--- src/verilog/cpu_pkg.sv ---
// ==========================================================================
// Shared types and constants for the RV32I-subset pipeline.
// Both memories hold 64 words, indexed by byte address bits 7:2, and wrap.
// The UART runs 8N1 at CLKS_PER_BIT clocks per bit.
// ==========================================================================
package cpu_pkg;

  localparam int XLEN         = 32;
  localparam int NUM_REGS     = 32;
  localparam int IMEM_WORDS   = 64;
  localparam int DMEM_WORDS   = 64;
  localparam int CLKS_PER_BIT = 16;
  localparam int BAUD_CNT_W   = $clog2(CLKS_PER_BIT);

  typedef logic [XLEN-1:0]                 word_t;
  typedef logic [4:0]                      reg_addr_t;
  typedef logic [$clog2(IMEM_WORDS)-1:0]   imem_addr_t;
  typedef logic [$clog2(DMEM_WORDS)-1:0]   dmem_addr_t;
  typedef logic [7:0]                      byte_t;
  typedef logic [BAUD_CNT_W-1:0]           baud_cnt_t;
  typedef logic [2:0]                      bit_idx_t;
  typedef logic [1:0]                      byte_sel_t;
  typedef logic [6:0]                      opcode_t;
  typedef logic [2:0]                      funct3_t;
  typedef logic [6:0]                      funct7_t;

  localparam opcode_t OPC_REG    = 7'b0110011;
  localparam opcode_t OPC_IMM    = 7'b0010011;
  localparam opcode_t OPC_LOAD   = 7'b0000011;
  localparam opcode_t OPC_STORE  = 7'b0100011;
  localparam opcode_t OPC_BRANCH = 7'b1100011;

  localparam funct3_t F3_ADD_SUB = 3'b000;
  localparam funct3_t F3_SLT     = 3'b010;
  localparam funct3_t F3_XOR     = 3'b100;
  localparam funct3_t F3_OR      = 3'b110;
  localparam funct3_t F3_AND     = 3'b111;
  localparam funct3_t F3_WORD    = 3'b010;
  localparam funct3_t F3_BEQ     = 3'b000;
  localparam funct3_t F3_BNE     = 3'b001;

  localparam funct7_t F7_BASE    = 7'b0000000;
  localparam funct7_t F7_SUB     = 7'b0100000;

  // ALU_ADD is zero so a cleared ctrl is a harmless add
  typedef enum logic [2:0] {
    ALU_ADD,
    ALU_SUB,
    ALU_AND,
    ALU_OR,
    ALU_XOR,
    ALU_SLT
  } alu_op_e;

  typedef enum logic [1:0] {
    RX_IDLE,
    RX_START,
    RX_DATA,
    RX_STOP
  } rx_state_e;

  // reg_write is already low for rd x0 and for bubbles
  typedef struct packed {
    logic    reg_write;
    logic    mem_read;
    logic    mem_write;
    logic    mem_to_reg;
    logic    alu_src;
    alu_op_e alu_op;
  } ctrl_t;

  typedef struct packed {
    word_t pc;
    word_t instr;
  } if_id_t;

  typedef struct packed {
    ctrl_t     ctrl;
    word_t     data1;
    word_t     data2;
    word_t     imm;
    reg_addr_t rs1;
    reg_addr_t rs2;
    reg_addr_t rd;
  } id_ex_t;

  typedef struct packed {
    ctrl_t     ctrl;
    reg_addr_t rd;
    word_t     store_data;
    word_t     alu_result;
  } ex_mem_t;

  typedef struct packed {
    ctrl_t     ctrl;
    reg_addr_t rd;
    word_t     load_data;
    word_t     alu_result;
  } mem_wb_t;

  typedef struct packed {
    logic      valid;
    reg_addr_t rd;
    word_t     data;
  } retire_t;

endpackage

--- src/verilog/memory_stage.sv ---
`timescale 1ns/1ps
// ==========================================================================
// 64-word data memory, word accesses only. Addresses wrap at 256 bytes
// and the low two address bits are ignored.
// ==========================================================================
module memory_stage (
  input  logic             clk,
  input  logic             rst,
  input  cpu_pkg::ex_mem_t ex_mem,
  output cpu_pkg::mem_wb_t mem_wb_d
);
  import cpu_pkg::*;

  word_t      dmem [DMEM_WORDS];
  dmem_addr_t addr;

  assign addr = dmem_addr_t'(ex_mem.alu_result[XLEN-1:2]);

  always_ff @(posedge clk) begin
    if (rst) begin
      for (int i = 0; i < DMEM_WORDS; i++) begin
        dmem[i] <= '0;
      end
    end else if (ex_mem.ctrl.mem_write) begin
      dmem[addr] <= ex_mem.store_data;
    end
  end

  always_comb begin
    mem_wb_d.ctrl       = ex_mem.ctrl;
    mem_wb_d.rd         = ex_mem.rd;
    mem_wb_d.load_data  = ex_mem.ctrl.mem_read ? dmem[addr] : '0;
    mem_wb_d.alu_result = ex_mem.alu_result;
  end

endmodule

--- config.mk ---
export PLATFORM = sky130hd
export DESIGN_NAME = memory_stage
export DESIGN_NICKNAME = d
export VERILOG_FILES = /design/src/verilog/cpu_pkg.sv /design/src/verilog/memory_stage.sv
export SDC_FILE = /design/constraint.sdc
export NUM_CORES = 2
export LEC_CHECK = 0
export ABC_CLOCK_PERIOD_IN_PS = 3200
export BUFFER_PORTS_ARGS = -buffer_cell sky130_fd_sc_hd__buf_2
export CAP_MARGIN = 5
export CORE_MARGIN = 2
export CORE_UTILIZATION = 60
export CTS_CLUSTER_SIZE = 24
export DETAILED_ROUTE_END_ITERATION = 7
export PLACE_DENSITY_LB_ADDON = 0.1
export SLEW_MARGIN = 25
export SYNTH_ARGS = -nofsm -noshare
export SYNTH_HDL_FRONTEND = slang
export SYNTH_SLANG_ARGS = --single-unit
--- constraint.sdc ---
create_clock -name clk -period 3.2 [get_ports clk]
set_input_delay 0.48 -clock clk [delete_from_list [all_inputs] [get_ports clk]]
set_output_delay 0.48 -clock clk [all_outputs]
set_load 0.05 [all_outputs]
==> impl_metrics.ini <==
[routing]
vias = 64400
ant_nets = 0
avgViaCountPerCell = 6.62
drtIter0Drc = 9350
drc = 0
wirelength_mm = 309
first_pass_iters = 8
wire_per_inst_um = 31.7

[clocking]
path_clk_slew_ns = 0.06
cts_buffer_depth = 3
cts-root-buf = clkbuf_16
clock_sinks = 2048
numCtsBuffers = 207
cts_tree = done
h-tree-depth = 4

[final_layout]
largest_reg_flops = 2048
fin_cells = 9735
utilization = 0.717
nFillCells = 10400
reg_top3 = dmem x2048
largest_register = dmem
drive_gt1_frac = 0.244
areaGrowthSynthToFinish_pct = 18.2
nets = 7584

[floorplanning]
start_util = 0.606
dieWidth_um = 402
core_area_sq_mm = 0.157
io_pins = 156
dieArea_sq_mm = 0.161
rows = 145
die_h_um = 402

[global_route]
grt_pass1_wl_mm = 441
grt_pass1_vias = 62300
grt_usage = 0.380
grt_antenna_before_repair = 20
grt_overflow = 0
grt_max_degree = 88

[job]
maxCapViolCount = 0

[worst_hold_path]
hold_class = input port to flip-flop
whs_path_depth = 2
hold_end = dmem[31][27]
hold_start = ex_mem[59]

[placement]
dp.cells = 9347
portBuffers = 81
dp_slack_ns = -1.09
hpwl_mm = 200
gp_congestion = 0.963

[sta]
final-hold-violation-count = 0
drv_slew = 0
slew_headroom = 0.287
finalCritPeriodShare = 1.17
worst_pin_slew_ns = 1.07
clock.fmax_mhz = 267
fin_ws_ns = -0.539
fin_crit_ns = 3.74
hold-worst-slack_ns = 0.147
final-setup-viol-count = 32
rsz0062_at_grt = yes

[power_and_ir_drop]
total_power_mw = 61.1
worst_ir_drop_vdd_v = 0.000596
power.density_mw_per_mm2 = 545
leakage_nw = 39.6

[yosys]
syn-cell-area_sq_mm = 0.0949
ys_ff_latch = 2048
netlist_instances = 7192
synth_edf_count = 2048
post_synth.cell_area_avg_sq_um = 13.2
synth_nets = 7271
seq_area_frac_synth = 0.648
ys_warn_count = 0
async_flop_share = 0
ys.flop_type = edfxtp_1
synth_cell_type_count = 61

[critical_path]
critPathCaptureType = output port
crit_path_start_kind = flip-flop
worstSetupPathType = flip-flop to output port
crit_required_ns = 2.72
worstPathArrival_ns = 3.26
critPathMaxFanout = 1

[status]
outcome = finished with violations
violations = setup timing
-- routing by layer --
layer	up-vias	wire length, um	global-route usage
li1	27000	-	-
met1	32300	112000	0.515
met2	4368	138000	0.573
met3	782	40200	0.0976
met4	8	17800	0.191
met5	-	40	0.000595
-- layout by cell type, fill, tap and decap left out, types with 116 or more instances in the layout --
master and n:
and2_1 2050, edfxtp_1 2048, buf_4 635, a21oi_1 260, a22oi_1 257, clkbuf_16 213, buf_12 193, nand3b_1 163
a221oi_1 145, nand3_1 137, mux2_2 116
-- worst max-delay path, cell delays in order, from the launching register on --
cell      delay, ns
edfxtp_1       0.38
mux2_4         0.31
a222oi_1       0.40
a31oi_1        0.19
or4_1          0.50
o41a_1         0.34
buf_6          0.15
buf_8          0.15
-- metrics by stage --
stage               instance area [sq um]  setup TNS [ns]
finish                             112000           -8.19
global route                       112000           -8.75
CTS                                112000           -8.23
detailed placement                 104000          -19.45
global placement                   104000          -19.54
floorplan                           95000               0
-- worst max-delay path by stage --
stage / startpoint / to / slack [ns] / depth (start not counted)
4_1_cts: dmem[49][30] / mem_wb_d[62] / -0.62 / 7
6_report: dmem[49][30] / mem_wb_d[62] / -0.54 / 7
5_1_grt: dmem[49][30] / mem_wb_d[62] / -0.59 / 7
3_3_place_gp: ex_mem[3] / mem_wb_d[38] / -1.22 / 11
3_5_place_dp: ex_mem[3] / mem_wb_d[54] / -1.09 / 11
2_1_floorplan: ex_mem[6] / mem_wb_d[42] / 0.21 / 8
-- cell usage after synthesis, drive strengths merged (18+ instances only) --
library cell | number | area [sq um]
a2111oi | 27 | 236
a21o | 26 | 195
a21oi | 301 | 1510
a221o | 28 | 280
a221oi | 174 | 1520
a22o | 67 | 587
a22oi | 268 | 2010
a31oi | 19 | 119
a41oi | 18 | 158
and2 | 2052 | 12800
buf | 285 | 1550
clkbuf | 553 | 2080
edfxtp | 2048 | 61500
mux2 | 121 | 1370
mux2i | 83 | 831
mux4 | 64 | 1440
nand2 | 103 | 389
nand3 | 138 | 691
nand3b | 163 | 1220
nor2 | 101 | 379
nor3 | 29 | 150
nor4 | 31 | 194
o21ai | 75 | 375
o22ai | 90 | 563
o41a | 28 | 315
or2 | 65 | 407
or3b | 121 | 1060
-- power by group --
part	switching, mW	internal, mW
Clock	10.4	13.7
Combinational	3.74	2.13
Sequential	0.411	30.8
-- area by class of cell --
type	instances	area [sq um]	area share
antenna	5	12.5	0.000112
inverter	6	27.5	0.000245
timing repair buffer	942	9880	0.0881
clock inverter	115	1130	0.0101
sequential	2048	61500	0.548
multi-input combinational	4300	31600	0.282
clock buffer	261	5470	0.0487
tap	2058	2570	0.0230
-- what timing repair did --
action / CTS / global route
pin swaps: 98 / 51
buffers inserted: 9 / 7
resized for setup: 275 / 101
endpoints found under the setup margin: 32 / 32
cloned: 5 / 2
hold buffers: 0 / 0
-- cell families (layout without fill, tap and decap cells) --
| family | Yosys count | after routing | share of synthesized area |
|---|---|---|---|
| buffers and inverters | 844 | 1324 | 0.0384 |
| AOI/OAI and AO/OA | 1177 | 1177 | 0.0882 |
| DFF | 2048 | 2048 | 0.648 |
| muxes | 268 | 268 | 0.0383 |
| other | 0 | 5 | 0 |
| and+or+nand+nor | 2855 | 2855 | 0.187 |
Power figures use the tool's default switching activity.
