### config.mk
export PLATFORM = sky130hd
export DESIGN_NAME = fetch_stage
export DESIGN_NICKNAME = d
export VERILOG_FILES = /design/src/verilog/cpu_pkg.sv /design/src/verilog/fetch_stage.sv
export SDC_FILE = /design/constraint.sdc
export NUM_CORES = 2
export LEC_CHECK = 0
export BUFFER_PORTS_ARGS = -buffer_cell sky130_fd_sc_hd__buf_2
export CORE_AREA = 2 2 742 375
export DETAILED_ROUTE_END_ITERATION = 16
export DIE_AREA = 0 0 744 377
export PLACE_DENSITY = 0.56
export SYNTH_ARGS = -nofsm -noshare
export SYNTH_HDL_FRONTEND = slang
export SYNTH_SLANG_ARGS = --single-unit
### constraint.sdc
create_clock -name clk -period 4.7 [get_ports clk]
set_input_delay 0.47 -clock clk [delete_from_list [all_inputs] [get_ports clk]]
set_output_delay 0.47 -clock clk [all_outputs]
set_load 0.1 [all_outputs]
### src/verilog/cpu_pkg.sv
// ==========================================================================
// Shared types and constants for the RV32I-subset pipeline.
// Both memories hold 64 words, indexed by byte address bits 7:2, and wrap.
// The UART runs 8N1 at CLKS_PER_BIT clocks per bit.
// ==========================================================================
package cpu_pkg;

  localparam int XLEN         = 32;
  localparam int NUM_REGS     = 32;
  localparam int IMEM_WORDS   = 64;
  localparam int DMEM_WORDS   = 64;
  localparam int CLKS_PER_BIT = 16;
  localparam int BAUD_CNT_W   = $clog2(CLKS_PER_BIT);

  typedef logic [XLEN-1:0]                 word_t;
  typedef logic [4:0]                      reg_addr_t;
  typedef logic [$clog2(IMEM_WORDS)-1:0]   imem_addr_t;
  typedef logic [$clog2(DMEM_WORDS)-1:0]   dmem_addr_t;
  typedef logic [7:0]                      byte_t;
  typedef logic [BAUD_CNT_W-1:0]           baud_cnt_t;
  typedef logic [2:0]                      bit_idx_t;
  typedef logic [1:0]                      byte_sel_t;
  typedef logic [6:0]                      opcode_t;
  typedef logic [2:0]                      funct3_t;
  typedef logic [6:0]                      funct7_t;

  localparam opcode_t OPC_REG    = 7'b0110011;
  localparam opcode_t OPC_IMM    = 7'b0010011;
  localparam opcode_t OPC_LOAD   = 7'b0000011;
  localparam opcode_t OPC_STORE  = 7'b0100011;
  localparam opcode_t OPC_BRANCH = 7'b1100011;

  localparam funct3_t F3_ADD_SUB = 3'b000;
  localparam funct3_t F3_SLT     = 3'b010;
  localparam funct3_t F3_XOR     = 3'b100;
  localparam funct3_t F3_OR      = 3'b110;
  localparam funct3_t F3_AND     = 3'b111;
  localparam funct3_t F3_WORD    = 3'b010;
  localparam funct3_t F3_BEQ     = 3'b000;
  localparam funct3_t F3_BNE     = 3'b001;

  localparam funct7_t F7_BASE    = 7'b0000000;
  localparam funct7_t F7_SUB     = 7'b0100000;

  // ALU_ADD is zero so a cleared ctrl is a harmless add
  typedef enum logic [2:0] {
    ALU_ADD,
    ALU_SUB,
    ALU_AND,
    ALU_OR,
    ALU_XOR,
    ALU_SLT
  } alu_op_e;

  typedef enum logic [1:0] {
    RX_IDLE,
    RX_START,
    RX_DATA,
    RX_STOP
  } rx_state_e;

  // reg_write is already low for rd x0 and for bubbles
  typedef struct packed {
    logic    reg_write;
    logic    mem_read;
    logic    mem_write;
    logic    mem_to_reg;
    logic    alu_src;
    alu_op_e alu_op;
  } ctrl_t;

  typedef struct packed {
    word_t pc;
    word_t instr;
  } if_id_t;

  typedef struct packed {
    ctrl_t     ctrl;
    word_t     data1;
    word_t     data2;
    word_t     imm;
    reg_addr_t rs1;
    reg_addr_t rs2;
    reg_addr_t rd;
  } id_ex_t;

  typedef struct packed {
    ctrl_t     ctrl;
    reg_addr_t rd;
    word_t     store_data;
    word_t     alu_result;
  } ex_mem_t;

  typedef struct packed {
    ctrl_t     ctrl;
    reg_addr_t rd;
    word_t     load_data;
    word_t     alu_result;
  } mem_wb_t;

  typedef struct packed {
    logic      valid;
    reg_addr_t rd;
    word_t     data;
  } retire_t;

endpackage

### src/verilog/fetch_stage.sv
`timescale 1ns/1ps
// ==========================================================================
// PC, instruction memory and UART loader. While flash is high the pc
// sits at 0, fetch shows bubbles and bytes fill memory little-endian from
// word 0. Instruction memory is read combinationally and has no reset.
// ==========================================================================
module fetch_stage (
  input  logic            clk,
  input  logic            rst,
  input  logic            flash,
  input  logic            byte_valid,
  input  cpu_pkg::byte_t  rx_byte,
  input  logic            pc_write,
  input  logic            pc_src,
  input  cpu_pkg::word_t  pc_branch,
  output cpu_pkg::if_id_t if_id
);
  import cpu_pkg::*;

  word_t      imem [IMEM_WORDS];
  word_t      pc;
  word_t      load_word;
  byte_sel_t  byte_cnt;
  imem_addr_t load_idx;
  logic       load_ready;
  logic       flash_q;

  always_ff @(posedge clk) begin
    if (rst) begin
      byte_cnt   <= '0;
      load_idx   <= '0;
      load_ready <= 1'b0;
      flash_q    <= 1'b0;
    end else begin
      flash_q    <= flash;
      load_ready <= 1'b0;
      if (load_ready) begin
        load_idx <= load_idx + 1'b1;
      end
      if (flash && !flash_q) begin
        byte_cnt <= '0;
        load_idx <= '0;
      end else if (flash && byte_valid) begin
        byte_cnt   <= byte_cnt + 1'b1;
        load_ready <= &byte_cnt;
      end
    end
  end

  // Word assembly and the write one cycle after the fourth byte
  always_ff @(posedge clk) begin
    if (flash && byte_valid) begin
      load_word <= {rx_byte, load_word[XLEN-1:8]};
    end
    if (load_ready) begin
      imem[load_idx] <= load_word;
    end
  end

  always_ff @(posedge clk) begin
    if (rst) begin
      pc <= '0;
    end else if (flash) begin
      pc <= '0;
    end else if (pc_write) begin
      pc <= pc_src ? pc_branch : pc + 32'd4;
    end
  end

  always_comb begin
    if_id.pc    = pc;
    if_id.instr = flash ? '0 : imem[imem_addr_t'(pc[XLEN-1:2])];
  end

  a_pc_aligned: assert property (@(posedge clk) disable iff (rst) pc[1:0] == 2'b00);

endmodule

==> key figures <==
CTS
  • CTS H-tree depth: 4
  • Root buffer cell: clkbuf_16
  • Bufs on Longest Clock Path: 4
  • CTS buffer count: between 150 and 200
  • CTS sink count: 2,128
  • Clk_lat worst skew: 0.86 ns
  • CTS tree: built
  • Clk slew on worst S/H paths: 0.07 ns

Power and ir drop
  • Comb power frac: 4.6%
  • Pwr Density: 397.2 nW/um^2
  • Clock network power share: 40.6%
  • Flop pwr share: 54.8%
  • Worst vdd ir: approximately 0.27 mV
  • Internal power: ~30 mW
  • Total Power: 37.89 mW
  • Sw Share: 21.94%
  • Net Sw Power: just over 8 mW
  • Static Leakage: 28.63 nW

Drt
  • Residual DRC count: 0
  • Avg Vias per Cell: about 5.4
  • Initial drt markers: between 7k and 8k
  • Avg WL per Cell: 32.44 um
  • Via count: about 43k
  • Routed Antenna Nets: 0
  • Drt first pass iters: 6
  • Detailed Route WL: 255,000 um

STA
  • Final clock period utilization by the worst path: 98.74%
  • Setup TNS: 0 ns
  • Worst slew pin tran: 1.285 ns
  • Clock Skew: 0.06519 ns
  • Slew Limit Fails: 0
  • Post-layout minimum cycle time: 4.641 ns
  • PnR worst setup slack: just under 0.06 ns
  • Relative slew slack: 14.31%
  • FMAX: about 220 MHz
  • Final Hold Violating Endpoints: 0
  • RSZ-0062 raised after global routing: false
  • Final setup fails: 0

Yosys
  • Cells after synthesis: 3,668
  • Synth Register Bits: 2,128
  • Mapped cell area: 81,810 sq um
  • Post-Syn Area per Cell: 22.30 sq um
  • Synth async-reset ratio: 0%
  • Syn. warnings: 0
  • Post-synth EDFFs: 2,080
  • Syn Nets: 3,717
  • Synth cell types: 66
  • Dominant synthesized flop cell: edfxtp_1
  • Seq/Total Area, Yosys: 77.52%

Placed design
  • Placement Setup Slack: 0.6448 ns
  • Port Buffer Count: 109
  • Routability congestion estimate from global placement: 0.8098
  • DP Wirelength: 150,900 um

Critical path
  • Nature of the critical path endpoint: output port
  • Origin of the critical flop-to-flop path: load_ready
  • Worst setup path category: reg2out
  • Slowest-stage cell, CP: dfxtp_4
  • Worst Path Required: ~4.2 ns
  • Critical Path Source Type: flip-flop
  • CP Cell Sequence: buf_12 > buf_4 > buf_12 > mux4_2 > mux4_2 > mux2i_1 > o21ai_1 > buf_2
  • Crit path DAT: 4.17 ns
  • Max incr delay on CP: 0.59 ns
  • Crit-path max FO: 27

Job
  • Max Cap Viol: 0

Global routing
  • Number of global-route vias before repair: 40.16k
  • Gr ovfl total: 0
  • Largest net degree at the start of global routing: between 70 and 80
  • Initial antenna violation count: 31
  • GRT Overall Usage: 17.82%
  • First-pass GRT wire length: 346,600 um

Floorplan
  • Die area: 280,500 sq um
  • Initial core utilization: 29.90%
  • Core area: 273,600 sq um
  • Die Y-Extent: 377 um
  • Cell Rows: ~140
  • Die X: 744 um
  • # IOs: 110

Hold path
  • Class of the worst hold path: in2reg
  • Hold Startpoint: pc_branch[8]

Layout
  • Final net count: approximately 4k
  • Layout cells sized above 1: 31.27%
  • Multi-input gate area: ~18,000 sq um
  • Synthesis-to-layout area growth: 16.58%
  • Register area: 63,440 sq um
  • Fillers: around 25k

Run status
  • Status: complete, no violations
## worst max-delay path, delay by kind of cell, from the launching register on
kind | cells | cell delay [ns]
multiplexers | 3 | 1.41
buffers and inverters | 4 | 1.09
AO/OA/AOI/OAI | 1 | 0.12
flip-flops | 1 | 0.59
## timing repair
item                                    4_1_cts  5_1_grt
gates cloned                                  0        1
endpoints found under the setup margin       19       14
pin swaps                                     0        1
endpoints found under the hold margin        34        0
resized for setup                             4       17
buffers inserted                              9        0
hold buffers                                 33        0
## power groups by stage
stage | Combinational (mW) | Sequential [mW] | Clock, mW
6_report | 1.75 | 20.8 | 15.4
5_1_grt | 1.83 | 20.7 | 16.3
3_5_place_dp | 1.69 | 21.2 | 0
2_1_floorplan | 0.902 | 21.3 | 0
3_3_place_gp | 1.67 | 21.2 | 0
4_1_cts | 1.73 | 20.8 | 15.6
## path summary, 6_finish.rpt
path	end	slack [ns]	depth (start not counted)
max	if_id[29]	0.06	8
min	pc[8]	0.08	5
max reg2reg	imem[14][7]	1.51	4
min reg2reg	pc[1]	0.45	2
## per-layer routing
metal / GRT usage [%] / part of all wire, %
met1: 28.67 / 45
met2: 23.17 / 39
met4: 2.203 / 1.2
met5: 0 / 0.032
met3: 6.263 / 14
## layout make-up
cell class / instances / share of cell area (%)
antenna: 1 / 0.002624
clock buffer: 226 / 5.082
clock inverter: 107 / 1.019
inverter: 10 / 0.04329
multi-input combinational: 1323 / 18.73
sequential: 2128 / 66.51
tap: 3657 / 4.797
timing repair buffer: 408 / 3.809
## cell usage after synthesis (all sizes together), types with 5 or more instances
| cell type | n | area share [%] |
|---|---|---|
| nor2b | 27 | 0.21 |
| a211oi | 46 | 0.42 |
| dfxtp | 48 | 1.2 |
| o21ai | 50 | 0.31 |
| nand2b | 9 | 0.069 |
| a22o | 7 | 0.075 |
| nand4 | 9 | 0.069 |
| nand2 | 111 | 0.51 |
| inv | 9 | 0.041 |
| buf | 124 | 0.90 |
| nor3 | 17 | 0.11 |
| clkbuf | 83 | 0.38 |
| a31oi | 14 | 0.11 |
| a22oi | 30 | 0.28 |
| mux4 | 570 | 16 |
| nand3 | 22 | 0.13 |
| and2 | 25 | 0.19 |
| or2 | 5 | 0.038 |
| mux2i | 50 | 0.61 |
| o22ai | 24 | 0.18 |
| o31ai | 9 | 0.083 |
| a21oi | 58 | 0.35 |
| o211ai | 5 | 0.046 |
| nor2 | 138 | 0.63 |
| a2111oi | 14 | 0.15 |
| mux2 | 11 | 0.15 |
| and3 | 9 | 0.069 |
| edfxtp | 2080 | 76 |
| a21bo | 5 | 0.061 |
## flip-flops by register name (all words and copies together), names as in the netlist, named ones only
signal / flops
flash_q: 1
load_word: 32
load_idx: 6
imem: 2048
pc: 32
load_ready: 1
byte_cnt: 2
## cell families (layout without fill, tap and decap cells)
family / Yosys count / in the layout / share of synthesized area [%]
XOR/XNOR: 5 / 5 / 0.05352
multiplexers: 631 / 631 / 16.45
buffers and inverters: 217 / 751 / 1.326
adder cells (fa/ha/maj): 3 / 3 / 0.04588
AND/OR/NAND/NOR: 388 / 388 / 2.178
other: 0 / 1 / 0
flip-flops: 2128 / 2128 / 77.52
AO/OA/AOI/OAI: 296 / 296 / 2.424
## metrics by stage
step,std cells,cell area [sq um],utilization [%],hold WS [ns]
after global routing,7860,95380,34.86,0.07426
after floorplan,3668,81830,-,0.4400
after detailed placement,7482,88960,32.51,0.4463
after global placement,7481,88930,32.50,0.4371
after CTS,7857,95260,34.81,0.01806
final,7860,95380,34.86,0.08177
## placed cells by master, fill, tap and decap left out, types with 44 or more instances in the layout
| cell | count |
|---|---|
| mux4_2 | 570 |
| clkbuf_16 | 189 |
| mux2i_1 | 49 |
| buf_4 | 212 |
| nor2_4 | 58 |
| buf_2 | 100 |
| buf_12 | 52 |
| edfxtp_1 | 2080 |
| a211oi_1 | 44 |
| nor2_1 | 80 |
| a21oi_1 | 55 |
| nand2_1 | 111 |
Note: power is estimated with default switching activity, not from simulation.
