## config.mk

```make
export PLATFORM = sky130hd
export DESIGN_NAME = uart_rx
export DESIGN_NICKNAME = d
export VERILOG_FILES = /design/src/verilog/cpu_pkg.sv /design/src/verilog/uart_rx.sv
export SDC_FILE = /design/constraint.sdc
export NUM_CORES = 1
export LEC_CHECK = 0
export BUFFER_PORTS_ARGS = -buffer_cell sky130_fd_sc_hd__buf_2
export CORE_MARGIN = 5
export CORE_UTILIZATION = 52
export CTS_CLUSTER_SIZE = 20
export DETAILED_ROUTE_END_ITERATION = 8
export HOLD_SLACK_MARGIN = 0.1
export MAX_ROUTING_LAYER = met4
export PLACE_DENSITY = 0.74
export SETUP_SLACK_MARGIN = 0.05
export SLEW_MARGIN = 20
export SYNTH_ARGS = -nofsm -noshare
export SYNTH_HDL_FRONTEND = slang
export SYNTH_SLANG_ARGS = --single-unit
```

## constraint.sdc

```tcl
create_clock -name clk -period 1.5 [get_ports clk]
set_input_delay 0.075 -clock clk [delete_from_list [all_inputs] [get_ports clk]]
set_output_delay 0.075 -clock clk [all_outputs]
set_load 0.02 [all_outputs]
```

## src/verilog/cpu_pkg.sv

```systemverilog
// ==========================================================================
// Shared types and constants for the RV32I-subset pipeline.
// Both memories hold 64 words, indexed by byte address bits 7:2, and wrap.
// The UART runs 8N1 at CLKS_PER_BIT clocks per bit.
// ==========================================================================
package cpu_pkg;

  localparam int XLEN         = 32;
  localparam int NUM_REGS     = 32;
  localparam int IMEM_WORDS   = 64;
  localparam int DMEM_WORDS   = 64;
  localparam int CLKS_PER_BIT = 16;
  localparam int BAUD_CNT_W   = $clog2(CLKS_PER_BIT);

  typedef logic [XLEN-1:0]                 word_t;
  typedef logic [4:0]                      reg_addr_t;
  typedef logic [$clog2(IMEM_WORDS)-1:0]   imem_addr_t;
  typedef logic [$clog2(DMEM_WORDS)-1:0]   dmem_addr_t;
  typedef logic [7:0]                      byte_t;
  typedef logic [BAUD_CNT_W-1:0]           baud_cnt_t;
  typedef logic [2:0]                      bit_idx_t;
  typedef logic [1:0]                      byte_sel_t;
  typedef logic [6:0]                      opcode_t;
  typedef logic [2:0]                      funct3_t;
  typedef logic [6:0]                      funct7_t;

  localparam opcode_t OPC_REG    = 7'b0110011;
  localparam opcode_t OPC_IMM    = 7'b0010011;
  localparam opcode_t OPC_LOAD   = 7'b0000011;
  localparam opcode_t OPC_STORE  = 7'b0100011;
  localparam opcode_t OPC_BRANCH = 7'b1100011;

  localparam funct3_t F3_ADD_SUB = 3'b000;
  localparam funct3_t F3_SLT     = 3'b010;
  localparam funct3_t F3_XOR     = 3'b100;
  localparam funct3_t F3_OR      = 3'b110;
  localparam funct3_t F3_AND     = 3'b111;
  localparam funct3_t F3_WORD    = 3'b010;
  localparam funct3_t F3_BEQ     = 3'b000;
  localparam funct3_t F3_BNE     = 3'b001;

  localparam funct7_t F7_BASE    = 7'b0000000;
  localparam funct7_t F7_SUB     = 7'b0100000;

  // ALU_ADD is zero so a cleared ctrl is a harmless add
  typedef enum logic [2:0] {
    ALU_ADD,
    ALU_SUB,
    ALU_AND,
    ALU_OR,
    ALU_XOR,
    ALU_SLT
  } alu_op_e;

  typedef enum logic [1:0] {
    RX_IDLE,
    RX_START,
    RX_DATA,
    RX_STOP
  } rx_state_e;

  // reg_write is already low for rd x0 and for bubbles
  typedef struct packed {
    logic    reg_write;
    logic    mem_read;
    logic    mem_write;
    logic    mem_to_reg;
    logic    alu_src;
    alu_op_e alu_op;
  } ctrl_t;

  typedef struct packed {
    word_t pc;
    word_t instr;
  } if_id_t;

  typedef struct packed {
    ctrl_t     ctrl;
    word_t     data1;
    word_t     data2;
    word_t     imm;
    reg_addr_t rs1;
    reg_addr_t rs2;
    reg_addr_t rd;
  } id_ex_t;

  typedef struct packed {
    ctrl_t     ctrl;
    reg_addr_t rd;
    word_t     store_data;
    word_t     alu_result;
  } ex_mem_t;

  typedef struct packed {
    ctrl_t     ctrl;
    reg_addr_t rd;
    word_t     load_data;
    word_t     alu_result;
  } mem_wb_t;

  typedef struct packed {
    logic      valid;
    reg_addr_t rd;
    word_t     data;
  } retire_t;

endpackage

```

## src/verilog/uart_rx.sv

```systemverilog
`timescale 1ns/1ps
// ==========================================================================
// 8N1 receiver. The line passes a two-flop synchronizer first, so the
// byte strobe lags the wire by two clocks. A low stop bit drops the byte.
// ==========================================================================
module uart_rx (
  input  logic           clk,
  input  logic           rst,
  input  logic           serial,
  output logic           byte_valid,
  output cpu_pkg::byte_t data
);
  import cpu_pkg::*;

  rx_state_e  state;
  baud_cnt_t  baud_cnt;
  bit_idx_t   bit_idx;
  logic [1:0] serial_sync;
  logic       rx_bit;
  logic       half_bit;
  logic       full_bit;

  assign rx_bit   = serial_sync[1];
  assign half_bit = baud_cnt == baud_cnt_t'(CLKS_PER_BIT / 2 - 1);
  assign full_bit = baud_cnt == baud_cnt_t'(CLKS_PER_BIT - 1);

  always_ff @(posedge clk) begin
    if (rst) begin
      state       <= RX_IDLE;
      baud_cnt    <= '0;
      bit_idx     <= '0;
      serial_sync <= 2'b11;
      byte_valid  <= 1'b0;
    end else begin
      serial_sync <= {serial_sync[0], serial};
      byte_valid  <= 1'b0;
      baud_cnt    <= baud_cnt + 1'b1;
      case (state)
        RX_IDLE: begin
          baud_cnt <= '0;
          bit_idx  <= '0;
          if (!rx_bit) begin
            state <= RX_START;
          end
        end
        RX_START: begin
          if (half_bit) begin
            // Start bit gone at mid-bit means a glitch
            baud_cnt <= '0;
            state    <= rx_bit ? RX_IDLE : RX_DATA;
          end
        end
        RX_DATA: begin
          if (full_bit) begin
            baud_cnt <= '0;
            bit_idx  <= bit_idx + 1'b1;
            if (&bit_idx) begin
              state <= RX_STOP;
            end
          end
        end
        RX_STOP: begin
          if (full_bit) begin
            byte_valid <= rx_bit;
            state      <= RX_IDLE;
          end
        end
        default: state <= RX_IDLE;
      endcase
    end
  end

  // LSB first
  always_ff @(posedge clk) begin
    if (state == RX_DATA && full_bit) begin
      data <= {rx_bit, data[7:1]};
    end
  end

  a_single_strobe: assert property (@(posedge clk) disable iff (rst)
    byte_valid |=> !byte_valid);

endmodule

```

==> metrics.txt, run 1 <==
global-route wire length before repair=2360 um; Clock power frac=29.2%; max-slew violation count=0; die area=0.00243 sq mm; Clock Latency Late Sink=0.29 ns; internal power=0.680 mW; largest net degree at the start of global routing=12; Finished Core Util=61.9%; WP data arrival=1.36 ns; Syn. warnings=0; ant diodes=0; P_sw=0.174 mW; critical path capture point type=register; routability cong.=0.778; post-DP HPWL=970 um; row cnt=14; crit path kind=reg -> reg; outcome=finished, final reports clean; main combinational cell family by area after synthesis=simple AND/OR/NAND/NOR gates; Pleak=0.351 nW; Global Route Usage Sum=12.7%; worst IR drop on VDD=0.765 mV; Initial Util=53.9%; TritonCTS clock tree=done; multiplexer area fraction after synthesis=0%; CTS buffer count=3; Post-layout nets=89; area share of fa/ha/maj cells after synthesis=4.67%; H-Tree Depth=1; CP max FO=8; final hold viol count=0; IO Pins=12; Tcrit/Tclk final=89.8%; die height=49.3 um; Min Clock Period, post-route=1.35 ns; total power=0.854 mW; MaxCap Viol Count=0; Switching Fraction=20.3%; 1st-iter DRT viols=13; Synth Area in Compound Gates=8.72%; most frequent cells in the layout=12 x dfxtp_1, 11 x buf_2, 8 x edfxtp_1; Root Buffer=clkbuf_4; overall die width=49.3 um; Simple-Gate Fraction of Synth Area=21.5%; combinational power share=3.7%; WL final=1340 um; Post-Synth XOR/XNOR Area=1.09%; Post-Syn Area=803 sq um; core footprint=0.00149 sq mm; Placed Instances=92; Hold WC Path Type=reg -> reg; clk sinks=20; Non-Filler Instances=98; critical path startpoint category=register; Worst-Margin Slew=0.358 ns; CP required=1.51 ns; register bit count reported by yosys=20; Multi-input gate area=290 sq um; part of the power in registers=67.1%; vias in the first global route=539; commonest non-fill, non-tap cell in the layout=dfxtp_1; DR pass1 iterations=4; Design Area, Final=922 sq um; Longest Clk Path Bufs=2; Final ANT Viol Nets=0; final setup TNS=0 ns; RSZ-0062 raised after global routing=no; Synth top area share=29.9%; Reg area=480 sq um; grt total ovfl=0; PortBufs=11; Post-Syn Instances=66; layout cells sized above 1=34.1%; Yosys cell types=30; Setup-failing EPs final=0; Syn Nets=72; area grow syn2layout=14.8%; Syn Area/Cell=12.2 sq um; DP Area=875 sq um; Worst-path clk slew=0.11 ns; Area contributors post-synth=dfxtp_1 30%, edfxtp_1 30%, ha_1 4.7%, nand3_1 4.4%, nor3_2 2.5%; # DRC=0; initial antenna violation count=0; Clock Skew=0.00516 ns; cell accounting for the most synthesized area=dfxtp_1; vias=544; WL per Instance=13.6 um; P per Cell Area=926 mW/mm^2; relative slew slack=76.1%; Fmax achieved=0.742 GHz; post-detailed-route via-to-cell ratio=5.55; Fill cells=113; Seq/Total Area, Yosys=59.8%
-- path summary, 6_finish.rpt --
path	start	to	slack, ns	cells after the start
worst max-delay path	baud_cnt[0]$_SDFF_PP0_	data[2]$_DFFE_PP_	0.15	3
worst min-delay path	serial_sync[0]$_SDFF_PP1_	serial_sync[1]$_SDFF_PP1_	0.45	1
worst max register to register	baud_cnt[0]$_SDFF_PP0_	data[2]$_DFFE_PP_	0.15	3
worst min register to register	serial_sync[0]$_SDFF_PP1_	serial_sync[1]$_SDFF_PP1_	0.45	1
-- state kept, by name, indices dropped and copies added (netlist names), named ones only --
register     flops
data             8
baud_cnt         4
byte_valid       1
serial_sync      2
state            1
bit_idx          3
-- cell families after synthesis --
| kind of cell | Yosys count |
|---|---|
| AOI/OAI and AO/OA | 9 |
| xor gates and xnor gates | 1 |
| adders and majority gates | 3 |
| buffers and inverters | 6 |
| DFF | 20 |
| and+or+nand+nor | 27 |
-- stage by stage --
stage / worst slack [ns] / hold WS [ns]
6_report: 0.152 / 0.447
5_1_grt: 0.0528 / 0.473
3_5_place_dp: 0.0923 / 0.271
2_1_floorplan: 0.154 / 0.179
4_1_cts: 0.0882 / 0.450
3_3_place_gp: 0.148 / 0.260
-- cell usage after synthesis --
| master | instances |
|---|---|
| a21oi_1 | 1 |
| a21oi_2 | 1 |
| a221o_1 | 1 |
| a311oi_1 | 1 |
| a31oi_1 | 3 |
| and2_1 | 1 |
| and2_2 | 1 |
| and3_4 | 1 |
| and4bb_2 | 1 |
| buf_4 | 1 |
| buf_6 | 1 |
| clkbuf_1 | 2 |
| dfxtp_1 | 12 |
| edfxtp_1 | 8 |
| ha_1 | 3 |
| inv_1 | 2 |
| nand2_1 | 4 |
| nand3_1 | 7 |
| nor2_1 | 2 |
| nor2b_1 | 1 |
| nor3_1 | 1 |
| nor3_2 | 2 |
| nor3b_2 | 1 |
| nor4_1 | 1 |
| o21ba_2 | 1 |
| o32ai_1 | 1 |
| or2_2 | 2 |
| or2_4 | 1 |
| or3_1 | 1 |
| xor2_1 | 1 |
-- routing by layer --
layer | GRT usage [%] | share of wire, %
met2 | 19.1 | 44
met5 | - | 0
met1 | 15.7 | 51
met4 | 5.38 | 0.75
met3 | 3.67 | 4.5
-- power groups by stage --
stage	registers (mW)	clock network (mW)	logic [mW]
5_1_grt	0.574	0.286	0.0348
6_report	0.573	0.250	0.0316
3_3_place_gp	0.584	0	0.0272
2_1_floorplan	0.580	0	0.0238
3_5_place_dp	0.585	0	0.0277
4_1_cts	0.573	0.257	0.0318
-- critical path: stages, from the launching register on --
cell and delay, ns:
dfxtp_1 0.38, ha_1 0.24, and3_4 0.24, and2_4 0.21
-- cell type report --
| class | count | share of cell area [%] |
|---|---|---|
| clock buffers | 3 | 2.44 |
| clock inverters | 1 | 0.407 |
| inverters | 2 | 0.814 |
| multi-input cells | 40 | 31.5 |
| flip-flops and latches | 20 | 52.1 |
| well taps | 16 | 2.17 |
| repair buffers | 16 | 10.6 |
-- repair_timing --
item / 4_1_cts / 5_1_grt
setup endpoints to repair: 0 / 8
gates resized for setup: 0 / 1
hold endpoints to repair: 6 / 0
hold buffers: 2 / 0
buffers inserted: 0 / 0
No activity file was read; power rests on OpenSTA's default activity.
==> inputs of run 2 (changes only) <==
--- a/config.mk
+++ b/config.mk
@@ -7,12 +7,12 @@
 export LEC_CHECK = 0
 export BUFFER_PORTS_ARGS = -buffer_cell sky130_fd_sc_hd__buf_2
 export CORE_MARGIN = 5
-export CORE_UTILIZATION = 52
+export CORE_UTILIZATION = 47
 export CTS_CLUSTER_SIZE = 20
 export DETAILED_ROUTE_END_ITERATION = 8
 export HOLD_SLACK_MARGIN = 0.1
 export MAX_ROUTING_LAYER = met4
-export PLACE_DENSITY = 0.74
+export PLACE_DENSITY = 0.7
 export SETUP_SLACK_MARGIN = 0.05
 export SLEW_MARGIN = 20
 export SYNTH_ARGS = -nofsm -noshare
==> constraint.sdc (replaced) <==
create_clock -name clk -period 1.2 [get_ports clk]
set_input_delay 0.06 -clock clk [delete_from_list [all_inputs] [get_ports clk]]
set_output_delay 0.06 -clock clk [all_outputs]
set_load 0.02 [all_outputs]
==> metrics.txt, run 2 (synthesis results as in run 1) <==
outcome=finished with violations; violated checks=negative setup slack; DR pass1 iterations=4 (unchanged); Clock Latency Late Sink=0.30 ns (about the same); core footprint=0.00167 sq mm (+12%); Post-CTS Setup Inserts=0 (unchanged); Worst-Margin Slew=0.229 ns (-0.129 ns); final hold viol count=0 (unchanged); Regs by FF count=data: 8 flops, baud_cnt: 4 flops, bit_idx: 3 flops; # DRC=0 (unchanged); die height=51.3 um (+4.1%); routability cong.=0.744 (-4.4%); Setup-failing EPs final=11 (+11); initial antenna violation count=0 (unchanged); max-slew violation count=0 (unchanged); Worst-path clk slew=0.11 ns (about the same); Post-layout nets=96 (+7.9%); Placed Instances=100 (+8.7%); WP data arrival=1.49 ns (+0.13 ns); Top reg by flops=data; P per Cell Area=1270 mW/mm^2 (+37%); CTS buffer count=3 (unchanged); H-Tree Depth=1 (unchanged); Pleak=0.399 nW (+14%); post-DP HPWL=1020 um (+4.7%); Root Buffer=clkbuf_4; Tcrit/Tclk final=104% (+14 points); layout cells sized above 1=46.1% (+12 points); die area=0.00264 sq mm (+8.4%); critical path capture point type=register; row cnt=15 (+1); Final ANT Viol Nets=0 (unchanged); Finished Core Util=61.6% (-0.28 points); Min Clock Period, post-route=1.24 ns (-0.104 ns); Largest register FFs=8 (unchanged); commonest non-fill, non-tap cell in the layout=buf_2; worst IR drop on VDD=1.21 mV (+59%); Longest Clk Path Bufs=2 (unchanged); TritonCTS clock tree=done; CP max FO=5 (-3); critical path startpoint category=register; DP Area=945 sq um (+8.0%); IO Pins=12 (unchanged); crit path setup slack, layout=-0.0437 ns (-0.196 ns); Hold Worst Slack=0.423 ns (-0.0232 ns); post-detailed-route via-to-cell ratio=5.60 (+0.95%); Non-Filler Instances=106 (+8.2%); WL final=1470 um (+10%); Fmax achieved=0.804 GHz (+8.4%); PortBufs=11 (unchanged); Global Route Usage Sum=12.8% (+0.18 points); clk sinks=20 (unchanged); RSZ-0062 raised after global routing=yes; area grow syn2layout=28.2%; crit path kind=reg -> reg; relative slew slack=84.6% (+8.6 points); vias=594 (+9.2%); Clock Skew=0.00341 ns (-0.00175 ns); largest net degree at the start of global routing=13 (+1); Design Area, Final=0.00103 sq mm (+12%); CP required=1.45 ns (-0.06 ns); Hold WC Path Type=reg -> reg; grt total ovfl=0 (unchanged); WL per Instance=13.8 um (+1.7%); MaxCap Viol Count=0 (unchanged); overall die width=51.3 um (+4.1%); global-route wire length before repair=2420 um (+2.6%); ant diodes=0 (unchanged); vias in the first global route=565 (+4.8%); Initial Util=48.1% (-5.9 points); total power=1.31 mW (+53%); 1st-iter DRT viols=11 (-2); most frequent cells in the layout=11 x buf_2, 10 x dfxtp_1, 9 x buf_4
-- run 2: worst paths after layout --
path                                           startpoint                         to  slack, ns  cells past startpoint
worst max-delay path               baud_cnt[1]$_SDFF_PP0_      state[0]$_SDFFE_PP0P_      -0.04                      4
worst min register to register  serial_sync[0]$_SDFF_PP1_  serial_sync[1]$_SDFF_PP1_       0.42                      1
worst min-delay path            serial_sync[0]$_SDFF_PP1_  serial_sync[1]$_SDFF_PP1_       0.42                      1
worst max register to register     baud_cnt[1]$_SDFF_PP0_      state[0]$_SDFFE_PP0P_      -0.04                      4
-- run 2: critical path: stages (launching register included) --
cell and delay (ns):
dfxtp_2 0.35, ha_4 0.17, and4bb_2 0.23, a221o_1 0.33, a21oi_2 0.11
-- run 2: where the power goes --
part	internal, mW	leakage, nW	switching, mW
sequential	0.707	0.170	0.00506
combinational	0.0301	0.201	0.0224
clock	0.338	0.0279	0.207
total	1.08	0.399	0.235
-- run 2: cell type report --
| class | instances | area [sq um] |
|---|---|---|
| Fill cell | 137 | 641 |
| Sequential cell | 20 | 483 |
| Multi-Input combinational cell | 40 | 312 |
| Timing Repair Buffer | 23 | 154 |
| Clock inverter | 1 | 30.0 |
| Clock buffer | 3 | 22.5 |
| Tap cell | 17 | 21.3 |
| Inverter | 2 | 7.51 |
-- run 2: repair_timing --
action | 4_1_cts | 5_1_grt
pin swaps | 4 | 5
endpoints found under the hold margin | 7 | 0
hold buffers | 2 | 0
resized for setup | 0 | 3
gates cloned | 0 | 0
endpoints found under the setup margin | 12 | 16
-- run 2: layer usage --
layer / global-route usage [%] / part of all wire [%] / wire length (um) / up-vias
met1: 13.8 / 44 / 648 / 288
met2: 20.6 / 48 / 708 / 16
li1: - / - / - / 286
met5: - / 0 / 0 / -
met3: 4.08 / 5.6 / 82 / 4
met4: 7.86 / 2.0 / 29 / 0
-- run 2: metrics by stage --
step / setup WS (ns) / setup TNS, ns
after floorplan: -0.0142 / -0.123
after global placement: 0.0122 / 0
after detailed placement: -0.0186 / -0.0348
after CTS: -0.0648 / -0.194
after global routing: -0.0842 / -0.651
final: -0.0437 / -0.183
==> inputs of run 3 (changes only) <==
--- a/config.mk
+++ b/config.mk
@@ -13,7 +13,6 @@
 export HOLD_SLACK_MARGIN = 0.1
 export MAX_ROUTING_LAYER = met4
 export PLACE_DENSITY = 0.7
-export SETUP_SLACK_MARGIN = 0.05
 export SLEW_MARGIN = 20
 export SYNTH_ARGS = -nofsm -noshare
 export SYNTH_HDL_FRONTEND = slang
==> metrics.txt, run 3 (synthesis results as in run 1) <==
Worst-Margin Slew=0.230 ns (+0.00121 ns); CTS buffer count=3 (unchanged); vias in the first global route=527 (-6.7%); Hold WC Path Type=reg -> reg; MaxCap Viol Count=0 (unchanged); critical path startpoint category=register; largest net degree at the start of global routing=13 (unchanged); Placed Instances=99 (-1.0%); overall die width=51.3 um (unchanged); Non-Filler Instances=106 (unchanged); Finished Core Util=61.0% (-0.60 points); WL final=1420 um (-3.0%); crit path setup slack, layout=-0.0268 ns (+0.0169 ns); crit path kind=reg -> reg; 1st-iter DRT viols=9 (-2); die area=0.00264 sq mm (unchanged); Reg area=483 sq um (unchanged); H-Tree Depth=1 (unchanged); worst IR drop on VDD=0.975 mV (-20%); Crit path largest cell delay=0.36 ns (about the same); Hold Path Origin=serial_sync[0]$_SDFF_PP1_; Min Clock Period, post-route=1.23 ns (-0.0169 ns); P per Cell Area=1280 mW/mm^2 (+0.72%); row cnt=15 (unchanged); critical path capture point type=register; most frequent cells in the layout=11 x buf_2, 10 x dfxtp_1, 10 x buf_4; IO Pins=12 (unchanged); Initial Util=48.1% (unchanged); CP max FO=4 (-1); WL per Instance=13.4 um (-3.0%); WP data arrival=1.46 ns (-0.03 ns); die height=51.3 um (unchanged); initial antenna violation count=0 (unchanged); final hold viol count=0 (unchanged); TritonCTS clock tree=done; Global Route Usage Sum=13.6% (+0.78 points); max-slew violation count=0 (unchanged); layout cells sized above 1=44.9% (-1.1 points); clk sinks=20 (unchanged); routability cong.=0.712 (-4.2%); CP top delay family=simple AND/OR/NAND/NOR gates; post-DP HPWL=1030 um (+1.6%); CP cell instances=ha_4 -> and4bb_2 -> or2_4 -> nor3b_2; Critical path origin=baud_cnt[1]$_SDFF_PP0_; Worst-path clk slew=0.11 ns (about the same); Longest Clk Path Bufs=2 (unchanged); area grow syn2layout=26.9%; Pleak=0.400 nW (about the same); Worst path slowest cell=dfxtp_2; Clock Skew=0.00265 ns (-0.000755 ns); critical path buffer and inverter count=0 (unchanged); Fmax achieved=0.815 GHz (+1.4%); relative slew slack=84.5% (-0.12 points); Multi-input gate area=305 sq um (-2.0%); outcome=finished with violations; Top reg by flops=data; CP required=1.43 ns (-0.02 ns); RSZ-0062 raised after global routing=yes; post-detailed-route via-to-cell ratio=5.41 (-3.5%); # DRC=0 (unchanged); Setup-failing EPs final=12 (+1); Fill cells=131 (-4.4%); Clock Latency Late Sink=0.30 ns (about the same); Final ANT Viol Nets=0 (unchanged); Regs by FF count=data: 8 flops, baud_cnt: 4 flops, bit_idx: 3 flops; PortBufs=11 (unchanged); core footprint=0.00167 sq mm (unchanged); DR pass1 iterations=4 (unchanged); Hold Worst Slack=0.422 ns (-0.00115 ns); Post-layout nets=96 (unchanged); commonest non-fill, non-tap cell in the layout=buf_2; grt total ovfl=0 (unchanged); RR Startpoint=baud_cnt[1]$_SDFF_PP0_; global-route wire length before repair=2460 um (+1.7%); Root Buffer=clkbuf_4; Tcrit/Tclk final=102% (-1.4 points); final setup TNS=-0.222 ns (-0.0387 ns); violated checks=negative setup slack; ant diodes=0 (unchanged); Largest register FFs=8 (unchanged); vias=573 (-3.5%)
[run 3: stage by stage]
stage          cell area, sq um  worst slack [ns]  power [mW]
2_1_floorplan               820           -0.0142       0.756
3_3_place_gp                937            0.0176       0.771
3_5_place_dp                937           -0.0112       0.772
4_1_cts                    1020           -0.0304        1.32
5_1_grt                    1020           -0.0943        1.36
6_report                   1020           -0.0268        1.31
[run 3: metal layers]
layer  vias to the layer above  routed length (um)  track usage, %
li1                        288                   -               -
met1                       270                 654            16.3
met2                        11                 665            20.2
met3                         4                  60            3.50
met4                         0                  44            9.17
met5                         -                   0               -
[run 3: layout make-up]
class	instances	area share, %
clock buffers	3	2.21
clock inverters	1	2.94
inverters	2	0.736
multi-input cells	40	29.9
flip-flops and latches	20	47.4
well taps	17	2.09
repair buffers	23	14.7
[run 3: path summary, 6_finish.rpt]
check	end	slack, ns	cells after the start
min	serial_sync[1]$_SDFF_PP1_	0.42	1
max reg2reg	baud_cnt[1]$_SDFF_PP0_	-0.03	4
min reg2reg	serial_sync[1]$_SDFF_PP1_	0.42	1
max	baud_cnt[1]$_SDFF_PP0_	-0.03	4
[run 3: report_power, final]
group	internal, mW	total, mW	leakage, nW	switching (mW)
combinational	0.0281	0.0482	0.202	0.0201
sequential	0.707	0.714	0.170	0.00654
clock	0.338	0.544	0.0279	0.207
total	1.07	1.31	0.400	0.234
[run 3: what timing repair did]
item | in CTS | in global routing
endpoints found under the setup margin | 12 | 15
cloned | 0 | 0
gates resized for setup | 0 | 1
endpoints found under the hold margin | 7 | 0
setup buffers | 1 | 0
pin swaps | 0 | 2
hold buffers | 2 | 0
